<file path="src/wbBusDefines_defines.svh">
`ifndef WB_BUS_DEFINES_SVH
`define WB_BUS_DEFINES_SVH

// Number of bus masters, a power of two so the rotation wraps
`define WB_PORT_COUNT 4
// Bits needed to name one master
`define WB_PORT_ADDR_W 2

// Word address and data widths
`define WB_ADDR_W 8
`define WB_DATA_W 32

// RAM words, anything at or above answers with err
`define WB_MEM_DEPTH 64

`endif

</file>
<file path="src/wbBusPkg.sv">
`include "wbBusDefines_defines.svh"

package wbBusPkg;

    // Index of one master
    typedef logic [`WB_PORT_ADDR_W-1:0] portIdT;

    // One bit per master
    typedef logic [`WB_PORT_COUNT-1:0] portVecT;

    // Word address on the bus
    typedef logic [`WB_ADDR_W-1:0] addrT;

    // Data word on the bus
    typedef logic [`WB_DATA_W-1:0] dataT;

endpackage

</file>
<file path="src/portPriority.sv">
`include "wbBusDefines_defines.svh"

module portPriority
    import wbBusPkg::*;
(
    input  logic    clk,
    input  logic    arstN,
    input  portVecT cyc,
    output portIdT  owner,
    output logic    ownerValid
);

    // Port that currently has top priority
    portIdT prioIdx;

    // Request vector rotated so prioIdx lands on bit 0
    logic [2*`WB_PORT_COUNT-1:0] doubledReq;
    logic [2*`WB_PORT_COUNT-1:0] shiftedWide;
    portVecT shiftedReq;

    // Lowest set bit of the rotated vector, one-hot
    portVecT isolatedBit;

    // Per output bit, which one-hot positions set it
    portVecT bitMask [`WB_PORT_ADDR_W];
    portIdT scanResult;

    // Winning port in absolute numbering
    portIdT winner;
    portIdT nextPrio;

    // Bus can be handed over this cycle
    logic busFree;
    logic anyReq;

    assign doubledReq  = {cyc, cyc};
    assign shiftedWide = doubledReq >> prioIdx;
    assign shiftedReq  = shiftedWide[`WB_PORT_COUNT-1:0];

    // Two's complement trick keeps only the lowest one
    assign isolatedBit = shiftedReq & -shiftedReq;

    // Bit-mask scan, one OR-reduction per index bit
    for (genvar m = 0; m < `WB_PORT_ADDR_W; m++) begin : genMaskScan
        for (genvar b = 0; b < `WB_PORT_COUNT; b++) begin : genMaskBit
            // Set where bit m of index b is one
            assign bitMask[m][b] = 1'((b >> m) & 1);
        end
        assign scanResult[m] = |(isolatedBit & bitMask[m]);
    end

    // Undo the rotation, wraps since port count is a power of two
    assign winner   = portIdT'(scanResult + prioIdx);
    assign nextPrio = portIdT'(winner + 1'b1);

    assign anyReq  = |cyc;
    // No owner, or the owner just dropped cyc
    assign busFree = !ownerValid || !cyc[owner];

    always_ff @(posedge clk or negedge arstN) begin
        if (!arstN) begin
            ownerValid <= 1'b0;
            owner      <= '0;
            prioIdx    <= '0;
        end else if (busFree) begin
            ownerValid <= anyReq;
            if (anyReq) begin
                owner   <= winner;
                // Winner drops to last place
                prioIdx <= nextPrio;
            end
        end
    end

    // Grant is held for the owner's whole bus cycle
    ownerHeld : assert property (
        @(posedge clk) disable iff (!arstN)
        (ownerValid && cyc[owner]) |=> (ownerValid && owner == $past(owner))
    );

    // A grant always answers a request seen the cycle before
    grantNeedsReq : assert property (
        @(posedge clk) disable iff (!arstN)
        $rose(ownerValid) |-> $past(|cyc)
    );

endmodule

</file>
<file path="src/busMux.sv">
`include "wbBusDefines_defines.svh"

module busMux
    import wbBusPkg::*;
(
    input  portIdT  owner,
    input  logic    ownerValid,

    // Master side requests
    input  portVecT mCyc,
    input  portVecT mStb,
    input  portVecT mWe,
    input  addrT    mAddr [`WB_PORT_COUNT],
    input  dataT    mWdata [`WB_PORT_COUNT],

    // Master side responses
    output portVecT mAck,
    output portVecT mErr,

    // Slave side request
    output logic    sCyc,
    output logic    sStb,
    output logic    sWe,
    output addrT    sAddr,
    output dataT    sWdata,

    // Slave side response
    input  logic    sAck,
    input  logic    sErr
);

    // One-hot of the current owner, all zero when idle
    portVecT ownerSel;

    always_comb begin
        ownerSel = '0;
        if (ownerValid) begin
            ownerSel[owner] = 1'b1;
        end
    end

    // Strobes stay low unless somebody owns the bus
    assign sCyc = ownerValid && mCyc[owner];
    assign sStb = ownerValid && mStb[owner];

    // Payload follows the owner index, qualified by the strobes above
    assign sWe    = mWe[owner];
    assign sAddr  = mAddr[owner];
    assign sWdata = mWdata[owner];

    // Responses only reach the owner
    for (genvar p = 0; p < `WB_PORT_COUNT; p++) begin : genSteer
        assign mAck[p] = sAck && ownerSel[p];
        assign mErr[p] = sErr && ownerSel[p];
    end

endmodule

</file>
<file path="src/wbRamSlave.sv">
`include "wbBusDefines_defines.svh"

module wbRamSlave
    import wbBusPkg::*;
(
    input  logic clk,
    input  logic arstN,
    input  logic cyc,
    input  logic stb,
    input  logic we,
    input  addrT addr,
    input  dataT wdata,
    output dataT rdata,
    output logic ack,
    output logic err
);

    // Word index bits into the RAM
    localparam int MemIdxW = $clog2(`WB_MEM_DEPTH);

    dataT mem [`WB_MEM_DEPTH];

    logic [MemIdxW-1:0] memIdx;
    logic inRange;
    // New transfer seen, previous one already answered
    logic respond;
    logic doAccess;

    assign memIdx  = addr[MemIdxW-1:0];
    assign inRange = addr < `WB_MEM_DEPTH;

    // Response still high means this cycle is the tail of the last transfer
    assign respond  = cyc && stb && !ack && !err;
    assign doAccess = respond && inRange;

    // Single-cycle ack or err
    always_ff @(posedge clk or negedge arstN) begin
        if (!arstN) begin
            ack <= 1'b0;
            err <= 1'b0;
        end else begin
            ack <= doAccess;
            err <= respond && !inRange;
        end
    end

    // Write lands on the ack edge
    always_ff @(posedge clk) begin
        if (doAccess && we) begin
            mem[memIdx] <= wdata;
        end
    end

    // Read word registered alongside ack
    always_ff @(posedge clk) begin
        if (doAccess && !we) begin
            rdata <= mem[memIdx];
        end
    end

    // Exactly one kind of response per transfer
    ackErrExclusive : assert property (
        @(posedge clk) disable iff (!arstN)
        !(ack && err)
    );

endmodule

</file>
<file path="src/wbSharedBus.sv">
`include "wbBusDefines_defines.svh"

module wbSharedBus
    import wbBusPkg::*;
(
    input  logic    clk,
    input  logic    arstN,

    // One entry per master
    input  portVecT cyc,
    input  portVecT stb,
    input  portVecT we,
    input  addrT    addr [`WB_PORT_COUNT],
    input  dataT    wdata [`WB_PORT_COUNT],

    output portVecT ack,
    output portVecT err,
    // Broadcast to every master
    output dataT    rdata
);

    // Current bus owner
    portIdT owner;
    logic   ownerValid;

    // Muxed request into the RAM
    logic sCyc;
    logic sStb;
    logic sWe;
    addrT sAddr;
    dataT sWdata;

    // RAM response before steering
    logic sAck;
    logic sErr;

    portPriority prio0 (
        .clk        (clk),
        .arstN      (arstN),
        .cyc        (cyc),
        .owner      (owner),
        .ownerValid (ownerValid)
    );

    busMux mux0 (
        .owner      (owner),
        .ownerValid (ownerValid),
        .mCyc       (cyc),
        .mStb       (stb),
        .mWe        (we),
        .mAddr      (addr),
        .mWdata     (wdata),
        .mAck       (ack),
        .mErr       (err),
        .sCyc       (sCyc),
        .sStb       (sStb),
        .sWe        (sWe),
        .sAddr      (sAddr),
        .sWdata     (sWdata),
        .sAck       (sAck),
        .sErr       (sErr)
    );

    wbRamSlave ram0 (
        .clk   (clk),
        .arstN (arstN),
        .cyc   (sCyc),
        .stb   (sStb),
        .we    (sWe),
        .addr  (sAddr),
        .wdata (sWdata),
        .rdata (rdata),
        .ack   (sAck),
        .err   (sErr)
    );

endmodule

</file>
<file path="config.mk">
export PLATFORM = sky130hd
export DESIGN_NAME = wbSharedBus
export DESIGN_NICKNAME = d
export VERILOG_FILES = /design/src/wbBusPkg.sv /design/src/portPriority.sv /design/src/busMux.sv /design/src/wbRamSlave.sv /design/src/wbSharedBus.sv
export VERILOG_INCLUDE_DIRS = /design/src
export SDC_FILE = /design/constraint.sdc
export NUM_CORES = 2
export LEC_CHECK = 0
export BUFFER_PORTS_ARGS = -buffer_cell sky130_fd_sc_hd__buf_2
export CAP_MARGIN = 40
export CORE_AREA = 2 2 447 449
export CTS_BUF_LIST = sky130_fd_sc_hd__clkbuf_4
export DETAILED_ROUTE_END_ITERATION = 12
export DIE_AREA = 0 0 449 451
export GPL_TIMING_DRIVEN = 0
export HOLD_SLACK_MARGIN = 0.12
export SETUP_SLACK_MARGIN = 0.05
export SYNTH_ARGS = -nofsm -noshare
export SYNTH_HDL_FRONTEND = slang
export SYNTH_SLANG_ARGS = --single-unit
</file>
<file path="constraint.sdc">
create_clock -name clk -period 8.3 [get_ports clk]
set_input_delay 1.66 -clock clk [delete_from_list [all_inputs] [get_ports clk]]
set_output_delay 1.66 -clock clk [all_outputs]
set_load 0.02 [all_outputs]
</file>
---- Word-level counts from Yosys, hierarchy flattened ----
Memories as Yosys holds them, arrays and structs flattened. A register that Yosys moved wholly into a read port is not among the register bits.
Cells that the tools add are included.
word-level totals
  flip-flop bits (word level) ............. 7
  bits in writable memories ............... 2048
  bits of input ports ..................... 174
  output and inout port bits .............. 40
  word-level logic and storage cells ...... 62
  memories ................................ 1
operators by class
  add/sub/neg operators ................... 3
  order comparisons ....................... 4
  shifts and indexed selects .............. 1
  muxes and demuxes ....................... 17
  bitwise operators ....................... 2
  reductions and logical operators ........ 29
memory list
  name      depth  bits a word  rd ports  clocked after Yosys merged registers in  write ports  RTL line          text
  ram0.mem  64     32           1         1                                        1            wbRamSlave.sv:21  dataT mem [`WB_MEM_DEPTH];
operators with widths
  kind                                                                number
  binary-select mux 32 bit (select 2 bit)                             1
  2-to-1 mux 32 bit                                                   2
  logical AND 1 bit                                                   18
  binary-select mux 8 bit (select 2 bit)                              1
  2-to-1 mux 8 bit                                                    2
  less-than comparator 8 x 7 -> 1 bit (second input constant)         1
  >> shifter 8 x 2 -> 4 bit                                           1
  binary-select mux 1 bit (select 2 bit)                              3
  zero test 1 bit                                                     6
  2-to-1 mux 1 bit                                                    6
  bitwise AND 4 bit                                                   1
  2-to-1 mux 4 bit                                                    1
  negator 4 bit                                                       1
  OR reduction 2 bit                                                  2
  OR reduction 4 bit                                                  1
  greater-or-equal comparator 3 bit (second input constant)           1
  less-than comparator 2 x 3 -> 1 bit (second input constant)         1
  NOT 2 -> 3 bit                                                      1
  adder 2 x 1 -> 2 bit (second input constant)                        1
  adder 2 bit                                                         1
  demux 1 bit (select 2 bit)                                          1
  greater-or-equal comparator 2 x 1 -> 1 bit (second input constant)  1
  AND reduction 2 bit                                                 1
  logical OR 1 bit                                                    1

---- Depth between registers and ports, before layout ----
  depth in word-level cells ............... 10
  mapped depth ............................ 13
  mapped depth without buffers ............ 9

---- Hierarchy ----
Synthesis repeated with hierarchy kept, for this count alone.
unflattened totals
  cells, all modules ...................... 4493
  area, all modules ....................... 80005.5 um2
modules (own cells, without submodules)
  module        times used  cells an instance  area an instance (um2)  seq. area each (um2)
  wbRamSlave    1           4382               78465.3                 62510.0
  busMux        1           68                 1106.1                  0.0
  portPriority  1           43                 434.2                   125.1

---- Worst setup path after synthesis ----
Ideal clock, no wire load.
  path kind ............................... in2reg
  start ................................... input port addr[1] (netlist bit)
  end ..................................... memory ram0.mem[0][0] (netlist bit), enable pin
  library setup time ...................... 421 ps
  arrival ................................. 4942 ps
  required time ........................... 7879 ps
  slack ................................... 2937 ps
  stages .................................. 8
  buffers on the path ..................... 4
  cell sequence ........................... mux4_2 > buf_4 > nor2_1 > buf_2 > buf_2 > buf_1 > nand4_1 > nor2_1
between the ends
  cells in the longest elaborated chain, start to end .. 8
ends and longest elaborated chain
  what                                                     RTL line           text
  from (decl)                                              wbSharedBus.sv:13  input addrT addr [`WB_PORT_COUNT],
  binary-select mux 8 bit (select 2 bit) (*)               busMux.sv:48       assign sAddr = mAddr[owner];
  2-to-1 mux 8 bit (implied by the code) (*) (2 in a row)  busMux.sv:48
  less-than comparator 8 x 7 -> 1 bit (no line)            --
  logical AND 1 bit                                        wbRamSlave.sv:34   assign doAccess = respond && inRange;
  logical AND 1 bit                                        wbRamSlave.sv:49   if (doAccess && we) begin
  2-to-1 mux 1 bit                                         wbRamSlave.sv:49
  2-to-1 mux 1 bit (implied by the code)                   wbRamSlave.sv:50   mem[memIdx] <= wdata;
  to (decl)                                                wbRamSlave.sv:21
Mark *: on every way between the ends. The rest lies on a longest branch, timed or not. The select of a mux whose other input is x is not followed.

---- Worst setup path in the final report ----
  start ................................... register prio0.owner[0]
  end ..................................... memory ram0.mem[0][17] (netlist bit), enable pin
between the ends
  cells in the longest elaborated chain, start to end .. 10
  elaborated cells on any way between the ends .. 20
  classes of those cells .................. order compare: 1; mux: 11; bitwise: 1; reduce/logical: 7
ends and longest elaborated chain
  what                                                                          RTL line            text
  from (decl)                                                                   portPriority.sv:9   output portIdT owner,
  from (signal assigned)                                                        portPriority.sv:68  owner <= winner;
  branches (longest 10 deep; another with less-than comparator 8 x 7 -> 1 bit)  --
Parallel ways; which one is timed is not known. The select of a mux whose other input is x is not followed.

==> impl_metrics.json <==
{
  "status": "finished clean",
  "place_inst": 6895,
  "grtUsageMet2_pct": 38.2,
  "cts.sinks": 2087,
  "yosys.area_share.simple_pct": 3.57,
  "ir_worst_vdd_v": 0.000296,
  "core-area_um2": 198000,
  "dpl.hpwl_mm": 164,
  "worstMarginPinSlew_ns": 1.13,
  "synth-compound-area-share_pct": 3.18,
  "regArea_um2": 62600,
  "die_h_um": 451,
  "setup_viol": 0,
  "clockPowerShare_pct": 24.9,
  "wl_per_cell_um": 31.1,
  "multiInputGateArea_um2": 17400,
  "seqPwrFrac_pct": 39.9,
  "grt_usage_pct": 23.7,
  "synth_flop_cell": "edfxtp_1",
  "gr-usage-met3_pct": 5.41,
  "dr.pass1.iters": 8,
  "cts-root-buf": "clkbuf_4",
  "port_buffers": 212,
  "vias": 44800,
  "crit_buf_inv": 8,
  "synth_top_family_by_area": "multiplexers",
  "grt_use_met1_pct": 30.4,
  "arrival_ns": 6.93,
  "p_sw_share_pct": 36.2,
  "end_kind": "flip-flop",
  "wl_mm": 242,
  "fin_tns_setup_ns": 0,
  "cts_tree": "built",
  "fin_cells": 7789,
  "cp.required_ns": 9.32,
  "intPower_uw": 21700,
  "p_sw_uw": 12300,
  "grt_pass1_vias": 45500,
  "yosysTopAreaCell": "edfxtp_1",
  "synthAdderAreaFrac_pct": 0.0155,
  "slew_violations": 0,
  "syn_area_um2": 80600,
  "yosys-top-cells-area": "edfxtp_1, mux4_2, mux2i_1",
  "antenna_found_initial": 18,
  "grt_busiest_layer": "met2",
  "synthCells": 3894,
  "clockBufferDepth": 4,
  "crit_slowest_cell": "nand4_1",
  "post-cts-setup-buffer-count": 0,
  "h-tree-depth": 6,
  "fin_skew_ns": 0.0805,
  "grt_max_degree": 65,
  "hold_violations": 0,
  "drt_iter0_markers": 5602,
  "final_nets": 4968,
  "p_per_area_nw_per_um2": 361,
  "die_area_um2": 202000,
  "critical-path-max-stage-delay_ns": 0.84,
  "slew_headroom_pct": 24.8,
  "viasPerCell": 5.76,
  "synth-seq-cells": 2087,
  "p_leak_uw": 0.0305,
  "synth_nets": 4069,
  "rsz0062_at_grt": "false",
  "clkTransAtPathRegs_ns": 0.06,
  "grt_pass1_wl_mm": 338,
  "async_flop_share_pct": 0.335,
  "yosysUniqueCellTypes": 62,
  "initial_core_util_pct": 40.6,
  "min_period_ns": 5.91,
  "clock_latency_ns": 1.40,
  "clock.fmax_mhz": 169,
  "hold_class": "reg2reg",
  "pwr-share-comb_pct": 35.2,
  "grt.overflow.total": 0,
  "ant_nets": 0,
  "cts_buffers": 551,
  "critPathMaxFanout": 19,
  "yosysTopAreaCellShare_pct": 77.5,
  "syn2layout_area_growth_pct": 17.1,
  "drive_above_1_share_pct": 35.0,
  "row_count": 164,
  "synth-seq-area-share_pct": 77.8,
  "drcViolationCount": 0,
  "synth-edff-count": 2080,
  "ys_warn_count": 0,
  "synth_xor_area_share_pct": 0.0621,
  "drv_cap": 0,
  "crit_chain": "buf_6, mux2i_1, mux2_2, buf_2, clkbuf_1, clkbuf_1, buf_8, buf_1, nand4_1, buf_6, nor2_4, buf_12",
  "syn_area_per_cell_um2": 20.7,
  "fin_crit_sh_pct": 71.2,
  "synth_mux_area_share_pct": 14.1,
  "n_fill_cell": 16700,
  "io_pins": 214,
  "cp_top_family": "buffers and inverters",
  "startpoint_type": "flip-flop",
  "timing_worst_setup_path_type": "reg2reg",
  "die_w_um": 449,
  "gp_congestion": 0.932
}
-- state kept, by name, indices dropped and copies added (netlist names) --
| name | flops |
|---|---|
| prio0.prioIdx | 2 |
| prio0.ownerValid | 1 |
| ram0.err | 1 |
| prio0.owner | 2 |
| ram0.rdata | 32 |
| ram0.mem | 2048 |
| ram0.ack | 1 |
-- cell type report --
cell class	count	share of cell area, %
Timing Repair Buffer	346	3.77
Clock buffer	795	6.33
Buffer	223	1.10
Antenna cell	11	0.0292
Multi-Input combinational cell	1582	18.4
Sequential cell	2087	66.4
Inverter	2	0.00796
Tap cell	2656	3.52
Clock inverter	87	0.412
-- power groups by stage --
stage / Combinational (uW) / Sequential, uW / Clock [uW]
2_1_floorplan: 6300 / 13800 / 0
3_3_place_gp: 11200 / 13900 / 0
3_5_place_dp: 12000 / 13800 / 0
4_1_cts: 12000 / 13600 / 8600
5_1_grt: 12500 / 13600 / 9150
6_report: 12000 / 13600 / 8470
-- synth_stat cells (8+ instances only) --
cell	n
edfxtp_1	2080
mux4_2	425
nand2_1	279
mux2i_1	161
a22oi_1	117
nor2_1	101
buf_2	97
nand3_1	91
clkbuf_1	80
a21oi_1	77
nor2b_1	43
a31oi_1	42
nand4_1	37
a221oi_1	34
and4_1	28
buf_1	28
o2111ai_1	28
buf_4	14
mux2_2	12
a211oi_1	9
o21ai_0	8
-- timing repair --
item	CTS	global route
endpoints found under the setup margin	0	0
gates resized for setup	0	0
hold endpoints to repair	7	0
hold buffers	1	0
-- kinds of logic (layout without fill, tap and decap cells) --
kind of cell,count (synthesis),count (layout)
buffers and inverters,225,1453
adders and majority gates,1,1
and+or+nand+nor,616,616
muxes,600,600
AOI/OAI and AO/OA,361,361
xor gates and xnor gates,4,4
other,0,11
DFF,2087,2087
-- cell usage in the layout, fill, tap and decap left out, drive strengths merged, types with 12 or more instances in the layout --
cell	instances
mux2	12
inv	25
o2111ai	28
buf	488
edfxtp	2080
nand3	91
nor2	101
a221oi	34
and4	28
nor2b	43
a22oi	117
a21oi	77
nand2	280
clkbuf	875
a31oi	42
nand4	37
clkinv	61
mux4	426
mux2i	162
-- tightest hold or removal path: stages (launching register included) --
cell     delay (ns)
dfrtp_1        0.35
nor2_1         0.05
nand3_1        0.09
nor2_1         0.05
-- per-layer routing --
metal,vias up,share of wire [%]
li1,18400,-
met1,23500,39
met2,2403,48
met3,529,8.1
met4,4,4.8
met5,-,0.011
-- per-stage QoR --
step / hold WS [ns] / worst slack (ns) / utilization (%) / area (um^2) / total power, uW
final: 0.577 / 2.39 / 47.6 / 94300 / 34000
after global placement: 0.560 / -1.08 / 42.9 / 84900 / 25100
after global routing: 0.568 / 2.32 / 47.6 / 94300 / 35200
after CTS: 0.516 / 2.47 / 47.6 / 94300 / 34100
after floorplan: 0.524 / 2.94 / - / 80600 / 20100
after detailed placement: 0.562 / 1.23 / 44.4 / 87900 / 25700
-- worst paths after layout --
kind | end | cells after the start | slack, ns | from
hold reg to reg | ram0.err$_DFF_PN0_ | 3 | 0.58 | ram0.ack$_DFF_PN0_
max in group asynchronous | prio0.owner[0]$_DFFE_PN0P_ | 2 | 7.41 | arstN
min in group asynchronous | prio0.prioIdx[1]$_DFFE_PN0P_ | 2 | 0.71 | arstN
hold / removal | ram0.err$_DFF_PN0_ | 3 | 0.58 | ram0.ack$_DFF_PN0_
setup reg to reg | ram0.mem[0][17]$_DFFE_PP_ | 12 | 2.39 | prio0.owner[0]$_DFFE_PN0P_
setup / recovery | ram0.mem[0][17]$_DFFE_PP_ | 12 | 2.39 | prio0.owner[0]$_DFFE_PN0P_
No activity file was read; power rests on OpenSTA's default activity.
